File: src/common/xosera_pkg.sv
package xosera_pkg;

typedef logic [15:0] word_t;        // 16-bit VRAM or XR data word
typedef logic [15:0] addr_t;        // VRAM or XR word address
typedef logic [7:0]  color_t;       // colour memory index

// 12-bit colour, low 12 bits of a colour memory word
typedef struct packed {
    logic [3:0] r;
    logic [3:0] g;
    logic [3:0] b;
} rgb_t;

// bit 0 vblank start, bits 3..1 software
typedef logic [3:0]  intr_t;

// host bus register numbers
typedef enum logic [3:0] {
    XM_XR_ADDR    = 4'h0,           // XR address, read-ahead on write
    XM_XR_DATA    = 4'h1,           // XR data, auto increment
    XM_RD_ADDR    = 4'h2,           // VRAM read address, prefetch on write
    XM_WR_ADDR    = 4'h3,           // VRAM write address
    XM_DATA       = 4'h4,           // VRAM data, auto increment
    XM_INT_CTRL   = 4'h5,           // mask high byte, status/clear low byte
    XM_SYS_STATUS = 4'h6            // busy and blank flags
} reg_num_e;

// video registers at XR addresses 0..3
typedef enum logic [1:0] {
    XR_BORDER    = 2'h0,            // reserved, read back only
    XR_DISP_ADDR = 2'h1,            // first VRAM word of the frame
    XR_LINE_LEN  = 2'h2,            // words per line
    XR_VID_INTR  = 2'h3             // software interrupt trigger
} xr_reg_e;

localparam addr_t XR_COLOR_BASE = 16'h8000;     // bit 15 selects colour memory

// host request toward VRAM or XR
typedef struct packed {
    logic  wr;                      // 1 = write
    addr_t addr;
    word_t data;
} mem_req_t;

typedef struct packed {
    logic hsync;                    // active high
    logic vsync;                    // active high
    logic h_blank;                  // right of visible area
    logic v_blank;                  // below visible area
    logic dv_de;                    // visible pixel
} vid_sync_t;

endpackage
File: src/logic/intr_ctrl.sv
`default_nettype none

module intr_ctrl import xosera_pkg::*; (
    input  wire intr_t  intr_trigger_i, // one-cycle pulses
    input  wire intr_t  intr_mask_i,
    input  wire intr_t  intr_clear_i,
    output intr_t       intr_status_o,  // sticky
    output logic        bus_intr_o,
    input  wire logic   reset_i,
    input  wire logic   clk
);

always_ff @(posedge clk) begin
    if (reset_i) begin
        bus_intr_o    <= 1'b0;
        intr_status_o <= '0;
    end else begin
        // new, enabled and not already pending
        bus_intr_o    <= |(intr_trigger_i & intr_mask_i & ~intr_status_o);
        intr_status_o <= (intr_status_o | intr_trigger_i) & ~intr_clear_i;
    end
end

// triggers never come back to back, so the strobe is a single cycle
assert property (@(posedge clk) disable iff (reset_i) bus_intr_o |=> !bus_intr_o);

endmodule
`default_nettype wire

File: config.mk
export PLATFORM = sky130hd
export DESIGN_NAME = intr_ctrl
export DESIGN_NICKNAME = d
export VERILOG_FILES = /design/src/common/xosera_pkg.sv /design/src/logic/intr_ctrl.sv
export SDC_FILE = /design/constraint.sdc
export NUM_CORES = 1
export LEC_CHECK = 0
export BUFFER_PORTS_ARGS = -buffer_cell sky130_fd_sc_hd__buf_4
export CAP_MARGIN = 20
export CORE_AREA = 2 2 39 41
export CTS_CLUSTER_DIAMETER = 150
export DETAILED_ROUTE_END_ITERATION = 12
export DIE_AREA = 0 0 41 43
export PLACE_DENSITY = 0.42
export SETUP_SLACK_MARGIN = 0.02
export SLEW_MARGIN = 30
export SYNTH_ARGS = -nofsm -noshare
export SYNTH_HDL_FRONTEND = slang
export SYNTH_SLANG_ARGS = --single-unit
File: constraint.sdc
create_clock -name clk -period 1.4 [get_ports clk]
set_clock_uncertainty 0.15 [all_clocks]
set_input_delay 0.42 -clock clk [delete_from_list [all_inputs] [get_ports clk]]
set_output_delay 0.42 -clock clk [all_outputs]
set_load 0.05 [all_outputs]
==> results.py <==
metrics = {
    "logic_synthesis": {
        "synth_area_leader_cell": "dfxtp_1",
        "yosysUniqueCellTypes": 7,
        "synthTopCellsByArea": "dfxtp_1, nor3_1, nand3b_1",
        "async_reset_ff_share_pct": 0,
        "ys_ff_latch": 5,
        "synth_edf_count": 0,
        "synth.avg_cell_area_um2": 9.22,
        "synth_seq_area_share_pct": 57.1,
        "synth_most_common_cell": "dfxtp_1",
        "syn-num-nets": 33,
        "ys.flop_type": "dfxtp_1",
        "synth_top_area_share_pct": 57.1,
        "netlist_area_um2": 175,
        "syn_inst": 19,
        "synth_warnings": 0,
        "synth.top_cells.by_count": "dfxtp_1, nor2_1, nor3_1",
    },
    "worst_setup_path": {
        "r2r_setup_slack_ps": 330,
        "r2r_end": "bus_intr_o",
        "cp_num_buf_inv": 1,
        "endpoint_kind": "output port",
        "cp_data_arrival_time_ps": 770,
        "cp.required_ps": 830,
        "crit_chain": "buf_6",
        "cp_max_fo": 3,
        "critPathSlowestCell": "dfxtp_1",
        "start_kind": "flip-flop",
        "critical-path-max-stage-delay_ps": 360,
        "crit_family": "flip-flops",
        "r2r-start": "intr_status_o[1]",
        "critPathKind": "reg -> out",
        "worst_r2r_path_depth": 3,
    },
    "place": {
        "portBuffers": 18,
        "gp_congestion": 0.555,
        "placed_cells": 53,
    },
    "sta": {
        "setup_viol": 0,
        "period_share_pct": 96.0,
        "worst_pin_slew_ps": 164,
        "period_minus_slack_ps": 1340,
        "fin_setup_tns_ps": 0,
        "holdWs_ps": 182,
        "rsz0062_at_grt": "yes",
        "max_slew_margin_pct": 89.0,
        "hold_viol": 0,
        "maxSlewViolCount": 0,
        "fmax_mhz": 744,
    },
    "global_route": {
        "top_usage_layer": "met2",
        "met2_usage_pct": 8.44,
        "overflow": 0,
        "grt_start_max_net_pins": 6,
        "grt_usage_pct": 7.14,
        "grt_pass1_wl_um": 772,
        "antenna_found_initial": 0,
        "grtUsageMet3_pct": 4.71,
        "grt_pass1_vias": 206,
        "use_met1_pct": 8.41,
    },
    "floorplanning": {
        "initial_core_util_pct": 12.7,
        "core-area_um2": 1380,
        "dieArea_um2": 1760,
        "die_h_um": 43,
        "die_w_um": 41,
        "row_count": 14,
        "io_pins": 19,
    },
    "hold_path": {
        "worstHoldStart": "intr_clear_i[2]",
        "min_path_cells": 2,
        "min_path_type": "in -> reg",
        "min_to": "intr_status_o[2]",
    },
    "cts": {
        "numCtsBuffers": 3,
        "cts_max_path_buffers": 2,
        "worst_skew_pair.late_latency_ps": 240,
        "clkTransAtPathRegs_ps": 40,
        "cts-root-buf": "clkbuf_4",
        "cts_tree": "built",
        "cts.sinks": 5,
        "ctsHoldBuffers": 0,
        "cts_max_level": 1,
    },
    "routing": {
        "routedWlPerCell_um": 9.14,
        "via_count": 214,
        "drt-initial-drc-count": 0,
        "drt_first_pass_iters": 1,
        "drt_wl_total_um": 521,
        "drcViolationCount": 0,
        "vias_per_cell": 3.75,
        "postRouteAntennaNets": 0,
    },
    "power_and_ir_drop": {
        "ir_drop_mv": 0.349,
        "p_leak_uw": 0.000173,
        "power_per_cell_area_nw_per_um2": 1100,
    },
    "finish": {
        "fin_cells": 57,
        "drive_gt1_share_pct": 53.7,
        "nNetsFinal": 56,
        "antenna_cells": 0,
        "area_growth_pct": 113,
    },
    "job": {
        "cap_violations": 0,
    },
    "run_status": {
        "status": "finished, final reports clean",
    },
}
-- worst max-delay path by stage --
stage / startpoint / to / slack [ps] / cells after the start
2_1_floorplan: intr_status_o[1] / bus_intr_o / 70 / 3
3_3_place_gp: intr_trigger_i[1] / bus_intr_o / 200 / 4
3_5_place_dp: intr_trigger_i[1] / bus_intr_o / 160 / 4
4_1_cts: intr_status_o[1] / intr_status_o[1] / 30 / 1
5_1_grt: intr_status_o[1] / intr_status_o[1] / 10 / 1
6_report: intr_status_o[1] / intr_status_o[1] / 60 / 1
-- layout by cell type, fill, tap and decap left out, drive strengths merged --
cell type / Yosys / layout
a31oi: 2 / 2
and3b: 1 / 1
buf: 0 / 18
clkbuf: 0 / 4
dfxtp: 5 / 5
inv: 1 / 1
nand3b: 2 / 2
nor2: 4 / 4
nor3: 4 / 4
-- area by class of cell --
class	instances	area [um^2]
timing repair buffer	18	150
fill	161	1010
sequential	5	101
clock buffer	4	26.3
multi-input combinational	13	71.3
tap	16	20.0
inverter	1	3.75
-- registers in the layout, summed over array words and instances, names as in the netlist --
register	count
intr_status_o	4
bus_intr_o	1
-- power breakdown --
part | internal (uW) | total [uW] | switching (uW)
Clock | 107 | 162 | 55.0
Sequential | 151 | 157 | 5.67
Combinational | 44.3 | 88.9 | 44.6
-- layer usage --
metal / up-vias / share of wire [%]
li1: 110 / -
met1: 85 / 44
met2: 19 / 36
met3: 0 / 20
met4: 0 / 0
met5: - / 0
-- through the flow --
step           setup slack, ps  power, uW  area (um^2)  utilization, %
5_1_grt                   10.0        440          373            26.9
4_1_cts                   30.4        417          360            26.0
3_5_place_dp               165        244          330            23.9
3_3_place_gp               195        245          330            23.9
6_report                  56.7        408          373            26.9
2_1_floorplan             71.4        199          175               -
-- cells by family (layout without fill, tap and decap cells) --
| family | after synthesis | after routing | share of synthesized area [%] |
|---|---|---|---|
| compound gates | 2 | 2 | 7.14 |
| buf+inv | 1 | 23 | 2.14 |
| flops | 5 | 5 | 57.1 |
| simple gates | 11 | 11 | 33.6 |
-- timing repair --
| action | 4_1_cts | 5_1_grt |
|---|---|---|
| cloned | 0 | 0 |
| setup endpoints to repair | 1 | 4 |
| gates resized for setup | 1 | 4 |
| setup buffers | 0 | 0 |
Note: power is estimated with default switching activity, not from simulation.
