`src/common/xosera_pkg.sv`:
```
package xosera_pkg;

typedef logic [15:0] word_t;        // 16-bit VRAM or XR data word
typedef logic [15:0] addr_t;        // VRAM or XR word address
typedef logic [7:0]  color_t;       // colour memory index

// 12-bit colour, low 12 bits of a colour memory word
typedef struct packed {
    logic [3:0] r;
    logic [3:0] g;
    logic [3:0] b;
} rgb_t;

// bit 0 vblank start, bits 3..1 software
typedef logic [3:0]  intr_t;

// host bus register numbers
typedef enum logic [3:0] {
    XM_XR_ADDR    = 4'h0,           // XR address, read-ahead on write
    XM_XR_DATA    = 4'h1,           // XR data, auto increment
    XM_RD_ADDR    = 4'h2,           // VRAM read address, prefetch on write
    XM_WR_ADDR    = 4'h3,           // VRAM write address
    XM_DATA       = 4'h4,           // VRAM data, auto increment
    XM_INT_CTRL   = 4'h5,           // mask high byte, status/clear low byte
    XM_SYS_STATUS = 4'h6            // busy and blank flags
} reg_num_e;

// video registers at XR addresses 0..3
typedef enum logic [1:0] {
    XR_BORDER    = 2'h0,            // reserved, read back only
    XR_DISP_ADDR = 2'h1,            // first VRAM word of the frame
    XR_LINE_LEN  = 2'h2,            // words per line
    XR_VID_INTR  = 2'h3             // software interrupt trigger
} xr_reg_e;

localparam addr_t XR_COLOR_BASE = 16'h8000;     // bit 15 selects colour memory

// host request toward VRAM or XR
typedef struct packed {
    logic  wr;                      // 1 = write
    addr_t addr;
    word_t data;
} mem_req_t;

typedef struct packed {
    logic hsync;                    // active high
    logic vsync;                    // active high
    logic h_blank;                  // right of visible area
    logic v_blank;                  // below visible area
    logic dv_de;                    // visible pixel
} vid_sync_t;

endpackage
```
`src/video/video_gen.sv`:
```
`default_nettype none

module video_gen import xosera_pkg::*; #(
    parameter int H_VISIBLE = 640,
    parameter int H_FRONT   = 16,
    parameter int H_SYNC    = 96,
    parameter int H_BACK    = 48,
    parameter int V_VISIBLE = 480,
    parameter int V_FRONT   = 10,
    parameter int V_SYNC    = 2,
    parameter int V_BACK    = 33
) (
    input  wire logic    vreg_wr_i,
    input  wire xr_reg_e vreg_num_i,
    input  wire word_t   vreg_data_i,
    output word_t        vreg_rdata_o,
    output logic         vgen_sel_o,        // VRAM fetch, data next cycle
    output addr_t        vgen_addr_o,
    input  wire word_t   vram_data_i,
    output color_t       color_index_o,
    output vid_sync_t    sync_o,            // lines up with rgb
    output vid_sync_t    status_o,          // straight from counters
    output intr_t        intr_trigger_o,
    input  wire logic    reset_i,
    input  wire logic    clk
);

localparam int H_TOTAL = H_VISIBLE + H_FRONT + H_SYNC + H_BACK;
localparam int V_TOTAL = V_VISIBLE + V_FRONT + V_SYNC + V_BACK;

logic [15:0]     h_count, v_count;
color_t          border_color;
addr_t           disp_addr;
word_t           line_len;
addr_t           line_addr;         // first word of current line
addr_t           fetch_addr;
word_t           pix_word;          // two pixels, high byte first
logic            line_end;
vid_sync_t [2:0] sync_pipe;         // fetch, latch, lookup stages

video_timing #(
    .H_VISIBLE(H_VISIBLE), .H_FRONT(H_FRONT), .H_SYNC(H_SYNC), .H_BACK(H_BACK),
    .V_VISIBLE(V_VISIBLE), .V_FRONT(V_FRONT), .V_SYNC(V_SYNC), .V_BACK(V_BACK)
) video_timing(
    .sync_o(status_o),
    .h_count_o(h_count),
    .v_count_o(v_count),
    .reset_i(reset_i),
    .clk(clk)
);

always_ff @(posedge clk) begin
    if (reset_i) begin
        border_color <= '0;
        disp_addr    <= '0;
        line_len     <= '0;
    end else if (vreg_wr_i) begin
        case (vreg_num_i)
            XR_BORDER:    border_color <= vreg_data_i[7:0];
            XR_DISP_ADDR: disp_addr    <= vreg_data_i;
            XR_LINE_LEN:  line_len     <= vreg_data_i;
            default: ;                          // XR_VID_INTR only triggers
        endcase
    end
end

always_comb begin
    case (vreg_num_i)
        XR_BORDER:    vreg_rdata_o = {8'h00, border_color};
        XR_DISP_ADDR: vreg_rdata_o = disp_addr;
        XR_LINE_LEN:  vreg_rdata_o = line_len;
        default:      vreg_rdata_o = '0;
    endcase
end

always_comb begin
    intr_trigger_o    = '0;
    intr_trigger_o[0] = (h_count == 16'h0) && (v_count == 16'(V_VISIBLE));  // vblank start
    if (vreg_wr_i && vreg_num_i == XR_VID_INTR) begin
        intr_trigger_o[3:1] = vreg_data_i[3:1];
    end
end

// fetch on even pixels, two cycles ahead of display
assign vgen_sel_o  = status_o.dv_de && !h_count[0];
assign vgen_addr_o = fetch_addr;
assign line_end    = (h_count == 16'(H_TOTAL - 1));

always_ff @(posedge clk) begin
    if (reset_i) begin
        line_addr  <= '0;
        fetch_addr <= '0;
    end else if (line_end && v_count == 16'(V_TOTAL - 1)) begin
        line_addr  <= disp_addr;                // top of frame
        fetch_addr <= disp_addr;
    end else if (line_end && v_count < 16'(V_VISIBLE)) begin
        line_addr  <= line_addr + line_len;
        fetch_addr <= line_addr + line_len;
    end else if (vgen_sel_o) begin
        fetch_addr <= fetch_addr + 1'b1;
    end
end

always_ff @(posedge clk) begin
    if (h_count[0]) begin
        pix_word <= vram_data_i;                // video data on the odd cycle
    end
end

assign color_index_o = h_count[0] ? pix_word[7:0] : pix_word[15:8];

always_ff @(posedge clk) begin
    if (reset_i) begin
        sync_pipe <= '0;
    end else begin
        sync_pipe <= {sync_pipe[1:0], status_o};
    end
end

assign sync_o = sync_pipe[2];

endmodule
`default_nettype wire

```
`src/video/video_timing.sv`:
```
`default_nettype none

module video_timing import xosera_pkg::*; #(
    parameter int H_VISIBLE = 640,
    parameter int H_FRONT   = 16,
    parameter int H_SYNC    = 96,
    parameter int H_BACK    = 48,
    parameter int V_VISIBLE = 480,
    parameter int V_FRONT   = 10,
    parameter int V_SYNC    = 2,
    parameter int V_BACK    = 33
) (
    output vid_sync_t       sync_o,
    output logic     [15:0] h_count_o,  // pixel within line
    output logic     [15:0] v_count_o,  // line within frame
    input  wire logic       reset_i,
    input  wire logic       clk
);

localparam int H_TOTAL      = H_VISIBLE + H_FRONT + H_SYNC + H_BACK;
localparam int V_TOTAL      = V_VISIBLE + V_FRONT + V_SYNC + V_BACK;
localparam int H_SYNC_START = H_VISIBLE + H_FRONT;
localparam int V_SYNC_START = V_VISIBLE + V_FRONT;

always_ff @(posedge clk) begin
    if (reset_i) begin
        h_count_o <= '0;
        v_count_o <= '0;
    end else if (h_count_o == 16'(H_TOTAL - 1)) begin
        h_count_o <= '0;
        if (v_count_o == 16'(V_TOTAL - 1)) begin
            v_count_o <= '0;                        // new frame
        end else begin
            v_count_o <= v_count_o + 1'b1;
        end
    end else begin
        h_count_o <= h_count_o + 1'b1;
    end
end

always_comb begin
    sync_o.h_blank = h_count_o >= 16'(H_VISIBLE);
    sync_o.v_blank = v_count_o >= 16'(V_VISIBLE);
    sync_o.hsync   = (h_count_o >= 16'(H_SYNC_START))
                     && (h_count_o < 16'(H_SYNC_START + H_SYNC));
    sync_o.vsync   = (v_count_o >= 16'(V_SYNC_START))
                     && (v_count_o < 16'(V_SYNC_START + V_SYNC));
    sync_o.dv_de   = !sync_o.h_blank && !sync_o.v_blank;
end

endmodule
`default_nettype wire

```
`config.mk`:
```
export PLATFORM = sky130hd
export DESIGN_NAME = video_gen
export DESIGN_NICKNAME = d
export VERILOG_FILES = /design/src/common/xosera_pkg.sv /design/src/video/video_gen.sv /design/src/video/video_timing.sv
export SDC_FILE = /design/constraint.sdc
export NUM_CORES = 1
export LEC_CHECK = 0
export ABC_CLOCK_PERIOD_IN_PS = 2200
export BUFFER_PORTS_ARGS = -buffer_cell sky130_fd_sc_hd__buf_4
export CAP_MARGIN = 20
export CORE_MARGIN = 5
export CORE_UTILIZATION = 35
export DETAILED_ROUTE_END_ITERATION = 8
export PLACE_DENSITY = 0.56
export REMOVE_ABC_BUFFERS = 1
export SKIP_LAST_GASP = 1
export SLEW_MARGIN = 40
export SYNTH_ARGS = -nofsm -noshare
export SYNTH_HDL_FRONTEND = slang
export SYNTH_HIERARCHICAL = 1
export SYNTH_SLANG_ARGS = --single-unit
```
`constraint.sdc`:
```
create_clock -name clk -period 2.2 [get_ports clk]
set_input_delay 0.33 -clock clk [delete_from_list [all_inputs] [get_ports clk]]
set_output_delay 0.33 -clock clk [all_outputs]
set_load 0.01 [all_outputs]
```
==> impl_results.md, run 1 <==
* Pleak at a little over 4 nW
* CP Class: reg -> reg
* Warning count from the yosys run at 6
* Startpoint Class: register
* Share of post-route cells with drive strength above 1 at 35.8%
* Die area at 22900 sq um
* Tot GR Track Use at 17.5%
* Final instance area at just under 10000 sq um
* Hold_sp: vram_data_i[7]
* # DRC at 0
* Clk_lat worst skew at around 0.42 ns
* Htree depth at 4
* Setup violators final at 30
* Root buf cell: clkbuf_16
* Fin crit period at ~2.4 ns
* Synth cell types at 75
* Sequential area share after synthesis at 41.0%
* CP required at about 2.5 ns
* Flops & latches, synth at between 100 and 150
* Crit path max fanout at 7
* Detail Route Antenna Nets at 0
* Initial core utilization at between 30% and 40%
* DR vias at approximately 6500
* Max Clock Skew at about 0.0076 ns
* Initial antenna violation count at 0
* Grt ovf at 0
* Die Wd at about 150 um
* Fill cells at roughly 1900
* Yosys top cell area share at 34.1%
* Hpwl dp at between 10000 and 15000 um
* Crit path cell chain: or4b_4, or3_4, a2111o_2, nand2_4, a41o_1, o21ai_1, a211oi_2
* Critical Path Source: video_timing/v_count_o[8]
* Clk buf depth at 2
* Max Slew Vio Count at 0
* Vias per Instance at between 5 and 6
* Pwr per Cell Area at between 600 and 700 nW/um^2
* Fmax at 0.425 GHz
* MaxCap Viol Count at 0
* Unrepaired setup endpoints after global routing: true
* Number of global-route vias before repair at 6243
* Setup_tns at -2.45 ns
* Post-Synthesis Cells at ~800
* Largest net degree at the start of global routing at 40
* Post-synth ARST share at 0%
* Largest area contributor in the netlist: dfxtp_1
* Status: finished, violations left
* Area grow syn2layout at 39.7%
* Power Total at 0.00592 W
* TritonCTS Buffers at 17
* I/O Pins at 92
* Final Hold Fails at 0
* Port Buffer Count at between 90 and 100
* Synth Flop Type: dfxtp_1
* Initial DRC Count at between 200 and 300
* Post-synth EDFFs at 16
* Netlist Area Pre-Place at about 7000 sq um
* Most frequent cells after synthesis: nand2_1, dfxtp_1, a21oi_1, nor2_1, clkbuf_1
* Final nets at 1038
* Avg Inst Size Synth at 8.76 sq um
* Setup WS post-layout at -0.155 ns
* Area after DPL at between 8000 and 9000 sq um
* Slew HR at approximately three fifths
* Placed cells at around 1200
* CP Capture Type: register
* Most instantiated library cell after synthesis: nand2_1
* First-pass GRT wire length at 31900 um
* TritonRoute pass-1 iters at 4
* Period utilisation layout at 107%
* # rows at 51
* Crit path arrival time at ~2.7 ns
* RR Startpoint: video_timing/v_count_o[8]
* Wire per inst at between 15 and 20 um
* Max IR drop VDD at between 0.0005 and 0.0006 V
* Placer Congestion at approximately 0.83
* Max stage delay on crit path at between 0.5 and 0.6 ns
* Failing checks: negative setup slack
* CTS Sinks at 135
* Core area at between 15000 and 20000 sq um
* Diode count at 0
* CP max-delay cell: a2111o_2
* WL final at 19900 um
* Ranking of synthesized cells by area: dfxtp_1, edfxtp_1, nand2_1
* Worst Max-Slew Pin Slew at between 0.6 and 0.7 ns
* Dominant delay contributor by cell family on the critical path: simple AND/OR/NAND/NOR gates
* Clock-pin slew on the worst setup and hold paths at 0.06 ns
* Hold-fix buffers at CTS at 0
* Post-Layout Cell Count at ~1300
* Post-route core utilization at 50.0%
* CP bufs+invs at 0
* CTS tree: built
* Hold Path Class: in -> reg
* Chip height at 151 um
power by group:
part | internal (W) | switching (W)
sequential | 0.00255 | 0.0000377
clock | 0.00169 | 0.00116
combinational | 0.000227 | 0.000244
total | 0.00447 | 0.00145
registers in the layout (all words and copies together), names as in the netlist:
register and flops:
pix_word 16, video_timing/h_count_o 16, border_color 8, line_len 16
sync_pipe 10, sync_o 5, video_timing/v_count_o 16, vgen_addr_o 16
line_addr 16, disp_addr 16
path summary, 6_finish.rpt:
kind               endpoint  slack [ns]  cells past startpoint
min reg2reg       sync_o[4]        0.43                      1
min             pix_word[7]        0.08                      1
max reg2reg  vgen_addr_o[5]       -0.15                      7
max          vgen_addr_o[5]       -0.15                      7
layer usage:
metal | vias up | part of all wire (%) | track usage (%)
li1 | 3258 | - | -
met1 | 3082 | 47 | 23.7
met2 | 116 | 48 | 27.7
met3 | 26 | 3.7 | 3.44
met4 | 0 | 1.7 | 6.12
met5 | - | 0 | 0
layout make-up:
class | count | area, sq um | share of cell area (%)
Clock buffer | 17 | 425 | 4.36
Clock inverter | 15 | 165 | 1.69
Inverter | 12 | 46.3 | 0.474
Multi-Input combinational cell | 605 | 4250 | 43.6
Sequential cell | 135 | 2880 | 29.5
Tap cell | 265 | 332 | 3.40
Timing Repair Buffer | 209 | 1660 | 17.0
what timing repair did:
action | CTS | global route
cloned | 1 | 1
endpoints found under the hold margin | 0 | 0
gates resized for setup | 48 | 78
endpoints found under the setup margin | 38 | 38
buffers inserted | 9 | 9
pin swaps | 18 | 55
kinds of logic (layout without fill, tap and decap cells):
family	after synthesis	in the layout	synth area share (%)
and+or+nand+nor	322	322	23.7
AOI/OAI and AO/OA	208	208	20.0
buffers and inverters	57	253	4.03
xor gates and xnor gates	28	28	3.51
muxes	26	26	3.89
adders and majority gates	21	21	3.87
DFF	135	135	41.0
layout by cell type (no fill, tap or decap), drive strengths merged, types with 14 or more instances in the layout:
master  count
ha         20
a21oi      76
nand3      14
xor2       15
a22o       22
dfxtp     119
mux2i      17
inv        18
and3       16
nand4      14
buf       209
nor2       52
clkbuf     17
nand2     128
nor2b      19
nor3       14
o21ai      28
edfxtp     16
metrics by stage:
step | hold slack [ns] | worst slack [ns]
after floorplan | 0.395 | -0.666
after global placement | 0.417 | -0.325
after detailed placement | 0.423 | -0.293
after CTS | 0.0593 | -0.154
after global routing | 0.0580 | -0.240
final | 0.0822 | -0.155
worst reg2reg max path: stages (launching register included):
cell	delay, ns
dfxtp_2	0.32
or4b_4	0.53
or3_4	0.35
a2111o_2	0.55
nand2_4	0.15
a41o_1	0.16
o21ai_1	0.07
a211oi_2	0.17
Note: power is estimated with default switching activity, not from simulation.
==> run 2, diff against run 1 <==
- SETUP_SLACK_MARGIN: unset -> 0.1
==> run 2 against run 1 <==
  * The run still ends with negative setup slack left
  * Clock-buffer cell count unchanged
  * Non-clock buffer count decreased by 4
  * Worst setup slack worse by 0.0094 ns
  * Critical endpoint unchanged
  * Largest cell class unchanged
==> impl_results.md, run 2 (synthesis results as in run 1) <==
* # DRC at 0 (unchanged)
* Wire per inst at 15.8 um (-0.24%)
* # rows at 51 (unchanged)
* Final Hold Fails at 0 (unchanged)
* Max Clock Skew at 0.00675 ns (-0.000816 ns)
* CTS Sinks at 135 (unchanged)
* Pleak at 4.03 nW (-1.2%)
* First-pass GRT wire length at 32000 um (+0.30%)
* Hold Path Class: in -> reg
* Crit path arrival time at 2.71 ns (about the same)
* Initial DRC Count at 266 (+5.6%)
* Footprint of the multi-input gates at 4180 sq um (-1.7%)
* Grt ovf at 0 (unchanged)
* Clk buf depth at 2 (unchanged)
* Pint at 0.00447 W (about the same)
* Tot GR Track Use at 17.5% (+0.059 points)
* CP Class: reg -> reg
* Fin crit period at 2.36 ns (+0.00943 ns)
* NetSw at 0.00144 W (-0.14%)
* Sequential Power Share at 43.8% (about the same)
* Most common cell after layout, fill and taps aside: buf_4
* DR vias at 6438 (-0.68%)
* Area grow syn2layout at 38.1%
* Placed cells at 1207 (unchanged)
* Clock share of power at 48.4% (about the same)
* Chip height at 151 um (unchanged)
* R2r setup slk at -0.16 ns (about the same)
* Diode count at 0 (unchanged)
* Period utilisation layout at 107% (+0.43 points)
* Post-Layout Cell Count at 1254 (-0.32%)
* Die Wd at 151 um (unchanged)
* Max Slew Vio Count at 0 (unchanged)
* Setup WS post-layout at -0.164 ns (-0.00943 ns)
* Htree depth at 4 (unchanged)
* Vias per Instance at 5.13 (-0.36%)
* Clock-pin slew on the worst setup and hold paths at 0.06 ns (about the same)
* Initial antenna violation count at 0 (unchanged)
* Placer Congestion at 0.832 (unchanged)
* Root buf cell: clkbuf_16
* Fmax at 0.423 GHz (-0.40%)
* Setup violators final at 31 (+3.3%)
* Detail Route Antenna Nets at 0 (unchanged)
* WL final at 19800 um (-0.55%)
* Most frequent cells in the layout: buf_4, nand2_1, dfxtp_1
* CP required at 2.54 ns (about the same)
* Combinational power share at 7.8% (-0.2 points)
* Die area at 22900 sq um (unchanged)
* Clk_lat worst skew at 0.42 ns (about the same)
* Max IR drop VDD at 0.000559 V (+0.58%)
* Pwr per Cell Area at 613 nW/um^2 (+1.1%)
* Switching share of power at 24.4% (about the same)
* Fill cells at 1879 (+0.59%)
* TritonCTS Buffers at 17 (unchanged)
* Share of post-route cells with drive strength above 1 at 34.1% (-1.7 points)
* Hpwl dp at 14200 um (unchanged)
* Number of global-route vias before repair at 6269 (+0.42%)
* Port Buffer Count at 91 (unchanged)
* Startpoint Class: register
* Post-route core utilization at 49.4% (-0.58 points)
* TritonRoute pass-1 iters at 4 (unchanged)
* Worst Max-Slew Pin Slew at 0.622 ns (+0.00256 ns)
* Failing checks: negative setup slack
* Register area at 2880 sq um (about the same)
* CP Capture Type: register
* MaxCap Viol Count at 0 (unchanged)
* Status: finished, violations left
* Initial core utilization at 35.8% (unchanged)
* Core area at 19500 sq um (unchanged)
* Largest net degree at the start of global routing at 40 (unchanged)
* Unrepaired setup endpoints after global routing: true
* Slew HR at 58.4% (-0.17 points)
* Final nets at 1034 (-0.39%)
* Crit path max fanout at 7 (unchanged)
* CTS tree: built
* I/O Pins at 92 (unchanged)
[run 2: cell types whose count changed in the layout (fill, tap and decap cells not counted), moves of 2 or more]
cell     delta
nand2_4     -4
dfxtp_2     +2
nand2_2     -3
a21oi_2     -7
nand2_1     +7
dfxtp_1     -2
buf_6       -2
a21oi_1     +6
[run 2: repair_timing]
action / CTS / global route
pin swaps: 24 / 31
buffers inserted: 11 / 5
setup endpoints to repair: 40 / 37
gates resized for setup: 55 / 50
cloned: 1 / 1
hold buffers: 0 / 0
[run 2: per-stage QoR]
stage / total power [W] / hold WS [ns] / setup TNS, ns / area, sq um / worst slack, ns
2_1_floorplan: 0.00283 / 0.395 / -15.04 / 6750 / -0.666
3_3_place_gp: 0.00308 / 0.417 / -4.42 / 8520 / -0.325
3_5_place_dp: 0.00308 / 0.423 / -5.21 / 8520 / -0.293
4_1_cts: 0.00598 / 0.0593 / -2.50 / 9440 / -0.154
5_1_grt: 0.00614 / 0.0580 / -4.25 / 9640 / -0.240
6_report: 0.00591 / 0.0829 / -2.24 / 9640 / -0.164
[run 2: final cells by class]
cell class | instances | area share, %
Clock buffer | 17 | 4.41
Clock inverter | 15 | 1.71
Inverter | 12 | 0.480
Multi-Input combinational cell | 605 | 43.4
Sequential cell | 135 | 29.9
Tap cell | 265 | 3.44
Timing Repair Buffer | 205 | 16.7
[run 2: power groups by stage]
| stage | Clock (W) | Sequential [W] | Combinational (W) |
|---|---|---|---|
| after detailed placement | 0 | 0.00264 | 0.000443 |
| after global placement | 0 | 0.00264 | 0.000440 |
| final | 0.00286 | 0.00259 | 0.000464 |
| after CTS | 0.00293 | 0.00259 | 0.000462 |
| after global routing | 0.00304 | 0.00259 | 0.000510 |
| after floorplan | 0 | 0.00265 | 0.000180 |
[run 2: path summary, 6_finish.rpt]
| path | startpoint | end | cells after the start |
|---|---|---|---|
| worst max-delay path | video_timing/v_count_o[8] | vgen_addr_o[5] | 7 |
| worst max register to register | video_timing/v_count_o[8] | vgen_addr_o[5] | 7 |
| worst min register to register | sync_pipe[9] | sync_o[4] | 1 |
| worst min-delay path | vram_data_i[7] | pix_word[7] | 1 |
[run 2: per-layer routing]
metal	GRT usage, %	share of wire [%]	up-vias
met2	27.8	47	108
met1	23.7	47	3051
met5	0	0	-
li1	-	-	3253
met4	6.35	1.6	0
met3	3.44	4.2	26
[run 2: critical path, stage by stage, from the launching register on]
cell and delay (ns):
dfxtp_2 0.32, or4b_4 0.53, or3_4 0.34, a2111o_2 0.55, nand2_4 0.13, a41o_1 0.15
o21ai_1 0.07, a211oi_2 0.20
